[config.mk]
export PLATFORM = sky130hd
export DESIGN_NAME = ooo_core
export DESIGN_NICKNAME = d
export VERILOG_FILES = /design/src/logic/core_pkg.sv /design/src/logic/core_if.sv /design/src/logic/ooo_core.sv /design/src/logic/register_file.sv /design/src/logic/reorder_buffer.sv /design/src/logic/rob_pointers.sv /design/src/logic/alu_unit.sv /design/src/logic/reservation_station.sv /design/src/logic/dispatch_unit.sv
export SDC_FILE = /design/constraint.sdc
export NUM_CORES = 2
export LEC_CHECK = 0
export BUFFER_PORTS_ARGS = -buffer_cell sky130_fd_sc_hd__buf_4
export CAP_MARGIN = 20
export CELL_PAD_IN_SITES_DETAIL_PLACEMENT = 0
export CELL_PAD_IN_SITES_GLOBAL_PLACEMENT = 2
export CORE_ASPECT_RATIO = 2
export CORE_UTILIZATION = 47
export CTS_CLUSTER_SIZE = 20
export DETAILED_ROUTE_END_ITERATION = 12
export MAX_ROUTING_LAYER = met4
export PLACE_DENSITY_LB_ADDON = 0.1
export SLEW_MARGIN = 10
export SYNTH_ARGS = -nofsm -noshare
export SYNTH_HDL_FRONTEND = slang
export SYNTH_SLANG_ARGS = --single-unit
export TNS_END_PERCENT = 1
[constraint.sdc]
create_clock -name clock -period 10.9 [get_ports clock]
set_input_delay 0.545 -clock clock [delete_from_list [all_inputs] [get_ports clock]]
set_output_delay 0.545 -clock clock [all_outputs]
set_load 0.01 [all_outputs]
[src/logic/core_pkg.sv]
package core_pkg;

    ////////////////////////////////////////////////////////////
    // widths
    ////////////////////////////////////////////////////////////
    localparam int XLEN = 32;
    // rob tags are sized for the deepest rob
    localparam int MAX_ROB_DEPTH = 16;

    typedef logic [XLEN-1:0] xlen_t;
    typedef logic [4:0] reg_idx_t;
    typedef logic [$clog2(MAX_ROB_DEPTH)-1:0] rob_tag_t;

    typedef enum logic [2:0] {
        ALU_ADD,
        ALU_SUB,
        ALU_XOR,
        ALU_OR,
        ALU_AND
    } alu_op_t;

    ////////////////////////////////////////////////////////////
    // rv32i encodings
    ////////////////////////////////////////////////////////////
    localparam logic [6:0] OPC_OP     = 7'b0110011;
    localparam logic [6:0] OPC_OP_IMM = 7'b0010011;

    localparam logic [2:0] F3_ADD = 3'b000;
    localparam logic [2:0] F3_XOR = 3'b100;
    localparam logic [2:0] F3_OR  = 3'b110;
    localparam logic [2:0] F3_AND = 3'b111;

    localparam logic [6:0] F7_SUB = 7'b0100000;

    // two readings of one instruction word
    typedef union packed {
        struct packed {
            logic [6:0] funct7;
            reg_idx_t   rs2;
            reg_idx_t   rs1;
            logic [2:0] funct3;
            reg_idx_t   rd;
            logic [6:0] opcode;
        } r_view;
        struct packed {
            logic [11:0] imm;
            reg_idx_t    rs1;
            logic [2:0]  funct3;
            reg_idx_t    rd;
            logic [6:0]  opcode;
        } i_view;
    } inst_word_t;

endpackage
[src/logic/core_if.sv]
// one renamed instruction on its way into the station
interface dispatch_if import core_pkg::*; ();
    logic     load;
    alu_op_t  op;
    rob_tag_t dest;
    logic     src1_ready;
    xlen_t    src1_value;
    rob_tag_t src1_tag;
    logic     src2_ready;
    xlen_t    src2_value;
    rob_tag_t src2_tag;

    modport driver (output load, op, dest, src1_ready, src1_value, src1_tag,
                    src2_ready, src2_value, src2_tag);
    modport receiver (input load, op, dest, src1_ready, src1_value, src1_tag,
                      src2_ready, src2_value, src2_tag);
endinterface

// result broadcast, valid is a single cycle pulse
interface cdb_if import core_pkg::*; ();
    logic     valid;
    rob_tag_t tag;
    xlen_t    value;

    modport driver (output valid, tag, value);
    modport receiver (input valid, tag, value);
endinterface

[src/logic/ooo_core.sv]
module ooo_core import core_pkg::*; #(
    parameter int rob_depth = 8,
    parameter int rs_depth = 4
) (
    input  logic       clock,
    input  logic       reset,
    input  logic       inst_valid,
    input  inst_word_t inst,
    output logic       inst_ready,
    output logic       commit_valid,
    output reg_idx_t   commit_idx,
    output xlen_t      commit_data
);
    dispatch_if disp_bus ();
    cdb_if      cdb_bus ();

    logic     rs_full, rob_full, alloc;
    reg_idx_t alloc_dest;
    rob_tag_t alloc_tag, lookup_tag1, lookup_tag2;
    logic     lookup_ready1, lookup_ready2;
    xlen_t    lookup_value1, lookup_value2;
    reg_idx_t rf_addr1, rf_addr2;
    xlen_t    rf_data1, rf_data2;
    logic     retire_en;
    rob_tag_t retire_tag;
    reg_idx_t retire_idx;
    xlen_t    retire_data;

    // select path between station and alu
    logic     issue_valid;
    alu_op_t  issue_op;
    rob_tag_t issue_tag;
    xlen_t    issue_a, issue_b;

    dispatch_unit disp0 (
        .clock(clock), .reset(reset), .inst(inst), .inst_valid(inst_valid),
        .inst_ready(inst_ready), .rs_full(rs_full), .rob_full(rob_full),
        .alloc(alloc), .alloc_dest(alloc_dest), .alloc_tag(alloc_tag),
        .lookup_tag1(lookup_tag1), .lookup_tag2(lookup_tag2),
        .lookup_ready1(lookup_ready1), .lookup_ready2(lookup_ready2),
        .lookup_value1(lookup_value1), .lookup_value2(lookup_value2),
        .rf_addr1(rf_addr1), .rf_addr2(rf_addr2),
        .rf_data1(rf_data1), .rf_data2(rf_data2),
        .retire_en(retire_en), .retire_tag(retire_tag), .retire_idx(retire_idx),
        .cdb(cdb_bus), .disp(disp_bus)
    );

    reservation_station #(.rs_depth(rs_depth)) rs0 (
        .clock(clock), .reset(reset), .disp(disp_bus), .cdb(cdb_bus),
        .full(rs_full), .issue_valid(issue_valid), .issue_op(issue_op),
        .issue_tag(issue_tag), .issue_a(issue_a), .issue_b(issue_b)
    );

    alu_unit alu0 (
        .clock(clock), .reset(reset), .issue_valid(issue_valid),
        .issue_op(issue_op), .issue_tag(issue_tag),
        .issue_a(issue_a), .issue_b(issue_b), .cdb(cdb_bus)
    );

    reorder_buffer #(.rob_depth(rob_depth)) rob0 (
        .clock(clock), .reset(reset), .alloc(alloc), .alloc_dest(alloc_dest),
        .alloc_tag(alloc_tag), .rob_full(rob_full),
        .lookup_tag1(lookup_tag1), .lookup_tag2(lookup_tag2),
        .lookup_ready1(lookup_ready1), .lookup_ready2(lookup_ready2),
        .lookup_value1(lookup_value1), .lookup_value2(lookup_value2),
        .cdb(cdb_bus), .retire_en(retire_en), .retire_tag(retire_tag),
        .retire_idx(retire_idx), .retire_data(retire_data),
        .commit_valid(commit_valid), .commit_idx(commit_idx),
        .commit_data(commit_data)
    );

    register_file rf0 (
        .clock(clock), .reset(reset), .rf_addr1(rf_addr1), .rf_addr2(rf_addr2),
        .rf_data1(rf_data1), .rf_data2(rf_data2), .retire_en(retire_en),
        .retire_idx(retire_idx), .retire_data(retire_data)
    );

endmodule

[src/logic/register_file.sv]
module register_file import core_pkg::*; (
    input  logic     clock,
    input  logic     reset,
    input  reg_idx_t rf_addr1,
    input  reg_idx_t rf_addr2,
    output xlen_t    rf_data1,
    output xlen_t    rf_data2,
    input  logic     retire_en,
    input  reg_idx_t retire_idx,
    input  xlen_t    retire_data
);
    xlen_t regs [32];

    assign rf_data1 = regs[rf_addr1];
    assign rf_data2 = regs[rf_addr2];

    // x0 is never written, so it reads zero after reset
    always_ff @(posedge clock) begin
        if (reset) begin
            for (int i = 0; i < 32; i++) begin
                regs[i] <= '0;
            end
        end else if (retire_en && retire_idx != '0) begin
            regs[retire_idx] <= retire_data;
        end
    end

endmodule

[src/logic/reorder_buffer.sv]
module reorder_buffer import core_pkg::*; #(
    parameter int rob_depth = 8
) (
    input  logic     clock,
    input  logic     reset,
    input  logic     alloc,
    input  reg_idx_t alloc_dest,
    output rob_tag_t alloc_tag,
    output logic     rob_full,
    input  rob_tag_t lookup_tag1,
    input  rob_tag_t lookup_tag2,
    output logic     lookup_ready1,
    output logic     lookup_ready2,
    output xlen_t    lookup_value1,
    output xlen_t    lookup_value2,
    cdb_if.receiver  cdb,
    output logic     retire_en,
    output rob_tag_t retire_tag,
    output reg_idx_t retire_idx,
    output xlen_t    retire_data,
    output logic     commit_valid,
    output reg_idx_t commit_idx,
    output xlen_t    commit_data
);
    localparam int IW = $clog2(rob_depth);

    reg_idx_t             dest_q [rob_depth];
    xlen_t                value_q [rob_depth];
    logic [rob_depth-1:0] done;
    rob_tag_t             head;
    rob_tag_t             tail;

    rob_pointers #(.rob_depth(rob_depth)) ptr0 (
        .clock     (clock),
        .reset     (reset),
        .alloc     (alloc),
        .retire_en (retire_en),
        .head      (head),
        .tail      (tail),
        .full      (rob_full)
    );

    assign alloc_tag = tail;

    // operand lookup for dispatch
    assign lookup_ready1 = done[lookup_tag1[IW-1:0]];
    assign lookup_ready2 = done[lookup_tag2[IW-1:0]];
    assign lookup_value1 = value_q[lookup_tag1[IW-1:0]];
    assign lookup_value2 = value_q[lookup_tag2[IW-1:0]];

    // in-order retire from the head
    assign retire_en = done[head[IW-1:0]];
    assign retire_tag = head;
    assign retire_idx = dest_q[head[IW-1:0]];
    assign retire_data = value_q[head[IW-1:0]];

    always_ff @(posedge clock) begin
        if (reset) begin
            done <= '0;
            commit_valid <= 1'b0;
        end else begin
            if (retire_en) begin
                done[head[IW-1:0]] <= 1'b0;
            end
            if (alloc) begin
                done[tail[IW-1:0]] <= 1'b0;
            end
            if (cdb.valid) begin
                done[cdb.tag[IW-1:0]] <= 1'b1;
            end
            commit_valid <= retire_en;
        end
    end

    always_ff @(posedge clock) begin
        if (alloc) begin
            dest_q[tail[IW-1:0]] <= alloc_dest;
        end
        if (cdb.valid) begin
            value_q[cdb.tag[IW-1:0]] <= cdb.value;
        end
        if (retire_en) begin
            commit_idx <= retire_idx;
            commit_data <= retire_data;
        end
    end

    // a done head implies the pointers see an occupied buffer
    a_no_retire_empty: assert property (@(posedge clock) disable iff (reset)
        retire_en |-> (head != tail || rob_full));

endmodule

[src/logic/rob_pointers.sv]
module rob_pointers import core_pkg::*; #(
    parameter int rob_depth = 8
) (
    input  logic     clock,
    input  logic     reset,
    input  logic     alloc,
    input  logic     retire_en,
    output rob_tag_t head,
    output rob_tag_t tail,
    output logic     full
);
    // occupancy, one bit wider than an index
    logic [$clog2(rob_depth):0] count;

    assign full = (count == rob_depth);

    always_ff @(posedge clock) begin
        if (reset) begin
            head <= '0;
            tail <= '0;
            count <= '0;
        end else begin
            if (alloc) begin
                tail <= (tail == rob_tag_t'(rob_depth - 1)) ? '0 : tail + 1'b1;
            end
            if (retire_en) begin
                head <= (head == rob_tag_t'(rob_depth - 1)) ? '0 : head + 1'b1;
            end
            case ({alloc, retire_en})
                2'b10: count <= count + 1'b1;
                2'b01: count <= count - 1'b1;
                default: count <= count;
            endcase
        end
    end

    a_count_in_range: assert property (@(posedge clock) disable iff (reset)
        count <= rob_depth);

endmodule

[src/logic/alu_unit.sv]
module alu_unit import core_pkg::*; (
    input  logic     clock,
    input  logic     reset,
    input  logic     issue_valid,
    input  alu_op_t  issue_op,
    input  rob_tag_t issue_tag,
    input  xlen_t    issue_a,
    input  xlen_t    issue_b,
    cdb_if.driver    cdb
);
    xlen_t result;

    always_comb begin
        case (issue_op)
            ALU_SUB: result = issue_a - issue_b;
            ALU_XOR: result = issue_a ^ issue_b;
            ALU_OR: result = issue_a | issue_b;
            ALU_AND: result = issue_a & issue_b;
            default: result = issue_a + issue_b;
        endcase
    end

    // result goes on the bus one cycle after select
    always_ff @(posedge clock) begin
        if (reset) begin
            cdb.valid <= 1'b0;
        end else begin
            cdb.valid <= issue_valid;
        end
    end

    always_ff @(posedge clock) begin
        if (issue_valid) begin
            cdb.tag <= issue_tag;
            cdb.value <= result;
        end
    end

endmodule

[src/logic/reservation_station.sv]
module reservation_station import core_pkg::*; #(
    parameter int rs_depth = 4
) (
    input  logic         clock,
    input  logic         reset,
    dispatch_if.receiver disp,
    cdb_if.receiver      cdb,
    output logic         full,
    output logic         issue_valid,
    output alu_op_t      issue_op,
    output rob_tag_t     issue_tag,
    output xlen_t        issue_a,
    output xlen_t        issue_b
);
    localparam int IW = (rs_depth > 1) ? $clog2(rs_depth) : 1;

    logic [rs_depth-1:0] valid;
    // age counts the younger entries still waiting
    logic [IW-1:0]       age [rs_depth];
    alu_op_t             op_q [rs_depth];
    rob_tag_t            dest_q [rs_depth];
    logic [rs_depth-1:0] rdy1;
    logic [rs_depth-1:0] rdy2;
    rob_tag_t            tag1 [rs_depth];
    rob_tag_t            tag2 [rs_depth];
    xlen_t               val1 [rs_depth];
    xlen_t               val2 [rs_depth];

    logic [IW-1:0] sel_idx;
    logic [IW-1:0] free_idx;

    assign full = &valid;

    // oldest ready entry, plus the lowest free slot
    always_comb begin
        issue_valid = 1'b0;
        sel_idx = '0;
        free_idx = '0;
        for (int i = rs_depth - 1; i >= 0; i--) begin
            if (!valid[i]) begin
                free_idx = IW'(i);
            end
        end
        for (int i = 0; i < rs_depth; i++) begin
            if (valid[i] && rdy1[i] && rdy2[i] &&
                (!issue_valid || age[i] > age[sel_idx])) begin
                issue_valid = 1'b1;
                sel_idx = IW'(i);
            end
        end
    end

    assign issue_op = op_q[sel_idx];
    assign issue_tag = dest_q[sel_idx];
    assign issue_a = val1[sel_idx];
    assign issue_b = val2[sel_idx];

    always_ff @(posedge clock) begin
        if (reset) begin
            valid <= '0;
        end else begin
            if (issue_valid) begin
                valid[sel_idx] <= 1'b0;
            end
            if (disp.load) begin
                valid[free_idx] <= 1'b1;
            end
        end
    end

    ////////////////////////////////////////////////////////////
    // entry payload, ages and wakeup
    ////////////////////////////////////////////////////////////
    always_ff @(posedge clock) begin
        for (int i = 0; i < rs_depth; i++) begin
            if (valid[i]) begin
                // one more younger on load, one fewer when a younger one leaves
                age[i] <= age[i] + IW'(disp.load)
                          - IW'(issue_valid && age[i] > age[sel_idx]);
            end
            // catch broadcast results
            if (valid[i] && cdb.valid && !rdy1[i] && tag1[i] == cdb.tag) begin
                rdy1[i] <= 1'b1;
                val1[i] <= cdb.value;
            end
            if (valid[i] && cdb.valid && !rdy2[i] && tag2[i] == cdb.tag) begin
                rdy2[i] <= 1'b1;
                val2[i] <= cdb.value;
            end
        end
        if (disp.load) begin
            age[free_idx] <= '0;
            op_q[free_idx] <= disp.op;
            dest_q[free_idx] <= disp.dest;
            rdy1[free_idx] <= disp.src1_ready;
            tag1[free_idx] <= disp.src1_tag;
            val1[free_idx] <= disp.src1_value;
            rdy2[free_idx] <= disp.src2_ready;
            tag2[free_idx] <= disp.src2_tag;
            val2[free_idx] <= disp.src2_value;
        end
    end

    a_no_load_when_full: assert property (@(posedge clock) disable iff (reset)
        full |-> !disp.load);

endmodule

[src/logic/dispatch_unit.sv]
module dispatch_unit import core_pkg::*; (
    input  logic       clock,
    input  logic       reset,
    input  inst_word_t inst,
    input  logic       inst_valid,
    output logic       inst_ready,
    input  logic       rs_full,
    input  logic       rob_full,
    output logic       alloc,
    output reg_idx_t   alloc_dest,
    input  rob_tag_t   alloc_tag,
    output rob_tag_t   lookup_tag1,
    output rob_tag_t   lookup_tag2,
    input  logic       lookup_ready1,
    input  logic       lookup_ready2,
    input  xlen_t      lookup_value1,
    input  xlen_t      lookup_value2,
    output reg_idx_t   rf_addr1,
    output reg_idx_t   rf_addr2,
    input  xlen_t      rf_data1,
    input  xlen_t      rf_data2,
    input  logic       retire_en,
    input  rob_tag_t   retire_tag,
    input  reg_idx_t   retire_idx,
    cdb_if.receiver    cdb,
    dispatch_if.driver disp
);
    // map table, one busy bit and producer tag per register
    logic [31:0] map_busy;
    rob_tag_t    map_tag [32];

    logic     is_imm;
    reg_idx_t rs1;
    reg_idx_t rs2;
    reg_idx_t rd;
    xlen_t    imm;

    assign is_imm = (inst.r_view.opcode == OPC_OP_IMM);
    assign rs1 = inst.r_view.rs1;
    assign rs2 = inst.r_view.rs2;
    assign rd = inst.r_view.rd;
    assign imm = {{20{inst.i_view.imm[11]}}, inst.i_view.imm};

    // stall on either queue being full
    assign inst_ready = !rs_full && !rob_full;
    assign alloc = inst_valid && inst_ready;
    assign alloc_dest = rd;

    assign rf_addr1 = rs1;
    assign rf_addr2 = rs2;
    assign lookup_tag1 = map_tag[rs1];
    assign lookup_tag2 = map_tag[rs2];

    ////////////////////////////////////////////////////////////
    // decode
    ////////////////////////////////////////////////////////////
    always_comb begin
        case (inst.r_view.funct3)
            F3_XOR: disp.op = ALU_XOR;
            F3_OR: disp.op = ALU_OR;
            F3_AND: disp.op = ALU_AND;
            F3_ADD: begin
                // sub only exists in the register form
                if (!is_imm && inst.r_view.funct7 == F7_SUB) begin
                    disp.op = ALU_SUB;
                end else begin
                    disp.op = ALU_ADD;
                end
            end
            default: disp.op = ALU_ADD;
        endcase
    end

    ////////////////////////////////////////////////////////////
    // operand rename
    ////////////////////////////////////////////////////////////
    always_comb begin
        disp.load = alloc;
        disp.dest = alloc_tag;

        // source 1: regfile, finished rob entry, cdb, else wait
        disp.src1_tag = map_tag[rs1];
        disp.src1_ready = 1'b1;
        disp.src1_value = rf_data1;
        if (rs1 != '0 && map_busy[rs1]) begin
            if (lookup_ready1) begin
                disp.src1_value = lookup_value1;
            end else if (cdb.valid && cdb.tag == map_tag[rs1]) begin
                disp.src1_value = cdb.value;
            end else begin
                disp.src1_ready = 1'b0;
            end
        end

        // source 2, the immediate for op-imm
        disp.src2_tag = map_tag[rs2];
        disp.src2_ready = 1'b1;
        disp.src2_value = rf_data2;
        if (is_imm) begin
            disp.src2_value = imm;
        end else if (rs2 != '0 && map_busy[rs2]) begin
            if (lookup_ready2) begin
                disp.src2_value = lookup_value2;
            end else if (cdb.valid && cdb.tag == map_tag[rs2]) begin
                disp.src2_value = cdb.value;
            end else begin
                disp.src2_ready = 1'b0;
            end
        end
    end

    // busy bits
    always_ff @(posedge clock) begin
        if (reset) begin
            map_busy <= '0;
        end else begin
            // only the newest producer frees its register
            if (retire_en && map_tag[retire_idx] == retire_tag) begin
                map_busy[retire_idx] <= 1'b0;
            end
            // a new rename wins over a retire in the same cycle
            if (alloc && rd != '0) begin
                map_busy[rd] <= 1'b1;
            end
        end
    end

    always_ff @(posedge clock) begin
        if (alloc && rd != '0) begin
            map_tag[rd] <= alloc_tag;
        end
    end

    // a waiting source names an older producer still in flight, never the new tag
    a_wait_tag_in_flight: assert property (@(posedge clock) disable iff (reset)
        alloc |-> (disp.src1_ready || disp.src1_tag != alloc_tag) &&
                  (disp.src2_ready || disp.src2_tag != alloc_tag));

endmodule

# Word-level counts from Yosys, hierarchy flattened
# Memory sizes are Yosys's and may differ from the RTL's. A register that Yosys moved wholly into a read port is not among the register bits.
# Index checks and enable logic that the tools add are counted.
[totals]
register_bits = 135
wordCells = 299
out_inout_bits = 39
inputBits = 35
mem_bits_rw = 1772
memories = 11
[op_classes]
reduce_logical = 77
add_sub_neg = 14
bitwise = 14
eq_ne = 25
muxes = 120
magnitude_cmp = 25
[mem_list]
columns = ["name", "depth", "word_bits", "rd", "rd_clocked_by_memory_dff", "wr", "line_no", "rtl"]
rows = [
  ["rf0.regs", 32, 32, 2, 0, 32, "register_file.sv:12", "xlen_t regs [32];"],
  ["rob0.value_q", 8, 32, 3, 1, 1, "reorder_buffer.sv:28", "xlen_t value_q [rob_depth];"],
  ["disp0.map_tag", 32, 4, 3, 0, 1, "dispatch_unit.sv:30", "rob_tag_t map_tag [32];"],
  ["rs0.val1", 4, 32, 1, 0, 5, "reservation_station.sv:26", "xlen_t val1 [rs_depth];"],
  ["rs0.val2", 4, 32, 1, 0, 5, "reservation_station.sv:27", "xlen_t val2 [rs_depth];"],
  ["rob0.dest_q", 8, 5, 1, 1, 1, "reorder_buffer.sv:27", "reg_idx_t dest_q [rob_depth];"],
  ["5 more memories", "--", "--", "--", "--", "--", "--", ""],
]
[op_table]
columns = ["operator", "count"]
rows = [
  ["$mux 32", 11],
  ["$pmux 32 s4", 1],
  ["$mux 1", 69],
  ["$and 32x32->32", 2],
  ["$or 32x32->32", 2],
  ["$logic_and 1x1->1", 52],
  ["$eq 4x4->1", 11],
  ["$mux 8", 5],
  ["$add 32x32->32", 1],
  ["$not 32->32", 1],
  ["$reduce_or 32->1", 1],
  ["$sub 32x32->32", 1],
  ["$xor 32x32->32", 1],
  ["$mux 4", 7],
  ["$lt 5x6->1 const B", 4],
  ["$lt 3x4->1 const B", 5],
  ["$reduce_bool 5->1", 4],
  ["$and 8x8->8", 2],
  ["$not 8->8", 2],
  ["$gt 2x2->1", 7],
  ["$logic_not 1->1", 14],
  ["$add 4x1->4 const B", 3],
  ["$eq 3x3->1 const B", 4],
  ["$mux 2", 6],
  ["33 further kinds", 59],
]

# Longest topological paths before layout
# An unclocked memory read counts as a cell.
[logic_depth]
depth_word = 27
depth_mapped = 45
ltp_nobuf = 38

# Hierarchy
# A second synthesis with hierarchy kept.
[unflattened]
cells_unflattened = 8721
hier_area_um2 = 105894.1
[modules_own_cells]
columns = ["mod", "instances", "cells_per_inst", "area_per_inst_um2", "seq_area_each_um2"]
rows = [
  ["register_file", 1, 4605, 55896.1, 30749.5],
  ["reorder_buffer", 1, 907, 16836.1, 10179.8],
  ["reservation_station", 1, 1504, 15743.8, 9889.5],
  ["dispatch_unit", 1, 956, 11310.8, 4464.3],
  ["alu_unit", 1, 683, 5504.0, 1101.1],
  ["rob_pointers", 1, 66, 603.1, 240.2],
]

# Worst setup path after synthesis
# OpenSTA, ideal clock, no wires.
[synth_path]
path_type = "register -> register"
startpoint = "mem rs0.age[0][1] in the netlist's numbering"
endpoint = "reg alu0.cdb.value[22], data pin"
path_buffers = 9
setup_ns = 0.267
arrival_ns = 8.940
path_stages_with_launch = 44
slack_ns = 1.694
required_time_ns = 10.633
period_less_slack_ns = 9.206
cell_sequence = "dfxtp_1 -> inv_1 -> ha_1 -> nor2b_1 -> a2bb2oi_1 -> o21a_1 -> clkbuf_1 -> nand2_1 -> o21ai_0 -> inv_1 -> ha_1 -> nor2b_1 -> o21a_1 -> clkbuf_1 -> o21a_1 -> clkbuf_1 -> buf_1 -> buf_1 -> (+8 left out) -> clkbuf_1 -> o221ai_1 -> nor3_1 -> clkbuf_1 -> nor2_1 -> xnor2_1 -> ha_1 -> nor2b_1 -> o21a_1 -> o21ai_0 -> a21oi_1 -> o21ai_0 -> a21boi_0 -> o21ai_0 -> o21ai_0 -> or2_2 -> xnor2_1 -> o21ai_0"
[synth_lines]
columns = ["element", "line_no", "rtl"]
rows = [
  ["start: declaration", "reservation_station.sv:19", "logic [IW-1:0] age [rs_depth];"],
  ["end signal: assignment", "alu_unit.sv:35", "cdb.value <= result;"],
  ["end: declaration", "core_if.sv:25", "modport driver (output valid, tag, value);"],
]

==> key figures <==
Status
  – Status: finished, violations left
  – Failing checks: design-rule violations

Worst setup path
  – WP data arrival: 10,620 ps
  – CP peak stage delay: 740 ps
  – Critical path class: reg -> reg
  – CP max stage cell: a222oi_1
  – CP max FO: 19
  – Reg2reg path depth: 36
  – Startpoint types: flop
  – Worst Setup End Kind: flop
  – CP Data Required Time: 11,490 ps
  – Most common cell on crit path: ha_1

Synthesis
  – Async SR Flop Fraction: 0%
  – Yosys cell types: 83
  – Most frequent cell after synthesis: edfxtp_1
  – Register area share after synthesis: 56.3%
  – Synth area leader: edfxtp_1
  – Ys flop type: edfxtp_1
  – Commonest cells post-synth: edfxtp_1 (1,837), nor2_1 (1,228), mux4_2 (800)
  – Syn Area/Cell: 13.8 sq um
  – Mapped cell area: 101,000 sq um
  – Share of Yosys cell area claimed by the top area cell type: 54.7%
  – Synthesis Warnings: 0
  – FF+latch count, synth: 1,913
  – Post-synth EDFFs: 1,837
  – Most area-consuming cells after synthesis: edfxtp_1 (55%), mux4_2 (18%), nor2_1 (4.6%), mux2i_1 (3.2%), clkbuf_1 (1.7%)
  – Cells after Synth: 7,299

Global route
  – First-pass GRT wire length: 552 mm
  – Largest net degree at the start of global routing: 123
  – Number of global-route vias before repair: 70,687
  – Initial antenna violation count: 21
  – All-layer global routing usage: 38.1%
  – Global route overflow: 0

Clock tree
  – CTS Buf Count: 186
  – Clk buf depth: 4
  – Htree depth: 4
  – CTS Sinks: 1,913
  – Clk root buf: clkbuf_16
  – Clock slew at reported path FFs: 70 ps
  – CTS tree: built
  – Clock Latency Late Sink: 910 ps
  – Post-CTS Setup Bufs: 0

STA
  – Hold slack: 5.78 ps
  – Final setup violation count: 0
  – Actual slew at the worst max-slew pin: 1190 ps
  – Fmax: 99.6 MHz
  – Setup TNS: 0 ps
  – Final Hold Vio Count: 0
  – Slew Limit Fails: 0
  – Final Cycle Share: 92.1%
  – Slew HR: 20.6%
  – Final Critical Period: 10,040 ps
  – Setup Skew: 75.5 ps
  – RSZ-0062 raised after global routing: no

Pwr
  – Power Density: 174 nW/um^2
  – Sequential power share: 45.8%
  – Lkg Pwr: 39.9 nW
  – Gate power share: 19.9%
  – Sw frac: 29.5%
  – Clock share of power: 34.3%
  – Internal power: 13.7 mW
  – Max IR drop VDD: 135 uV
  – Sw power: 5.74 mW

Layout
  – Area added between synthesis and finish: 11.1%
  – FF/Latch Area: 56,700 sq um
  – Layout cells sized above 1: 23.9%
  – Design area: 112,000 sq um
  – Nets: 7,420
  – Fill count: 18,109
  – Fin util: 52.5%
  – Multi-input logic area: 41,900 sq um

Worst hold path
  – Hold Crit Class: in -> reg
  – Hold Path Depth: 1

Floorplanning
  – Die area: 216,000 sq um
  – Die width: 329 microns
  – DIE HEIGHT: 657 microns
  – Core area: 213,000 sq um
  – Starting Density: 47.3%
  – # rows: 240
  – IO Pins: 74

Job
  – Max-cap violations: 0

Route
  – Final wirelength: 400 mm
  – Antenna Nets Post-Route: 0
  – Router iterations before antenna repair: 12
  – Vias: 69,588
  – WL/cell: 38.8 microns
  – Residual DRC: 8
  – Via density: 6.76
  – Initial DRC count: 7,614

Placed design
  – Gp weighted congestion: 0.952
  – HPWL Detailed: 267 mm
  – Post-DP Area: 106,000 sq um
  – PortBufs: 73
cell type report:
| cell class | count | share of cell area [%] |
|---|---|---|
| repair buffers | 348 | 2.51 |
| flip-flops and latches | 1913 | 50.7 |
| well taps | 2783 | 3.11 |
| multi-input cells | 4607 | 37.4 |
| diodes | 112 | 0.250 |
| inverters | 204 | 0.693 |
| clock buffers | 222 | 4.38 |
| clock inverters | 111 | 1.00 |
per-stage QoR:
| step | setup WS [ps] | power [mW] | cells |
|---|---|---|---|
| after floorplan | 1690 | 11.3 | 7334 |
| after global placement | 542 | 12.9 | 9847 |
| after detailed placement | 625 | 12.9 | 9851 |
| after CTS | 550 | 19.5 | 10186 |
| after global routing | 234 | 20.0 | 10297 |
| final | 864 | 19.5 | 10300 |
worst max-delay path: cells and delay by family, from the launching register on:
kind / cells / cell delay (ps)
adder cells (fa/ha/maj): 4 / 1270
AND/OR/NAND/NOR: 10 / 1550
flip-flops: 1 / 350
AO/OA/AOI/OAI: 14 / 4600
XOR/XNOR: 2 / 730
buffers and inverters: 5 / 970
multiplexers: 1 / 230
state kept, by name, summed over array words and instances, names as in the netlist, 5 cells and up, named ones only:
| register | flops |
|---|---|
| rs0.op_q | 12 |
| rs0.tag1 | 16 |
| rob0.done | 8 |
| alu0.cdb.value | 32 |
| disp0.map_tag | 128 |
| rs0.val2 | 128 |
| rob0.dest_q | 40 |
| rob0.value_q | 256 |
| rs0.age | 8 |
| rs0.val1 | 128 |
| rs0.tag2 | 16 |
| rob0.commit_idx | 5 |
| rf0.regs | 1024 |
| rs0.dest_q | 16 |
| rob0.commit_data | 32 |
| disp0.map_busy | 31 |
kinds of logic (layout without fill, tap and decap cells):
family / Yosys count / in the layout / synth area share (%)
buffers and inverters: 814 / 885 / 3.16
xor gates and xnor gates: 110 / 110 / 0.956
DFF: 1913 / 1913 / 56.3
AOI/OAI and AO/OA: 1129 / 1129 / 7.61
other: 1 / 148 / 0.00372
muxes: 1246 / 1246 / 22.5
adders and majority gates: 125 / 125 / 1.57
and+or+nand+nor: 1961 / 1961 / 7.97
layout by cell type (no fill, tap or decap), types with 54 or more instances in the layout:
master	count
xnor2_1	74
inv_1	188
o22ai_1	85
edfxtp_1	1837
nor2_1	1218
dfxtp_1	73
o21ai_1	114
a22oi_1	128
mux2i_1	291
mux4_2	800
nand2_1	415
clkbuf_16	191
a21oi_1	121
clkinv_1	54
buf_4	331
nand3_1	62
a221oi_1	79
ha_1	123
o21ai_0	236
a21bo_2	57
diode_2	112
mux2_2	119
metal layers:
| layer | wire length, microns | track usage [%] | part of all wire [%] | vias up |
|---|---|---|---|---|
| li1 | - | - | - | 28330 |
| met1 | 129000 | 40.2 | 32 | 36158 |
| met2 | 209000 | 64.6 | 52 | 3847 |
| met3 | 28200 | 5.29 | 7.1 | 1253 |
| met4 | 33400 | 28.3 | 8.3 | 0 |
| met5 | 0 | - | 0 | - |
power by group through the flow:
stage | combinational, mW | clock, mW | sequential, mW
2_1_floorplan | 2.36 | 0 | 8.94
3_3_place_gp | 3.81 | 0 | 9.04
3_5_place_dp | 3.82 | 0 | 9.06
4_1_cts | 3.84 | 6.72 | 8.91
5_1_grt | 4.10 | 6.94 | 8.94
6_report | 3.88 | 6.67 | 8.91
repair_timing:
item | in CTS | in global routing
hold buffers | 2 | 0
endpoints found under the setup margin | 0 | 2
endpoints found under the hold margin | 11 | 0
resized for setup | 0 | 2
final timing paths:
path | from | end | slack [ps]
min | inst[8] | rob0.dest_q[0][1]$_DFFE_PP_ | 6
max | rs0.age[0][1]$_SDFFE_PP0P_ | alu0.cdb.value[29]$_DFFE_PN_ | 860
max reg2reg | rs0.age[0][1]$_SDFFE_PP0P_ | alu0.cdb.value[29]$_DFFE_PN_ | 860
min reg2reg | rob0.ptr0.count[3]$_SDFFE_PP0P_ | rob0.ptr0.count[3]$_SDFFE_PP0P_ | 490
(Power assumes the default switching activity.)
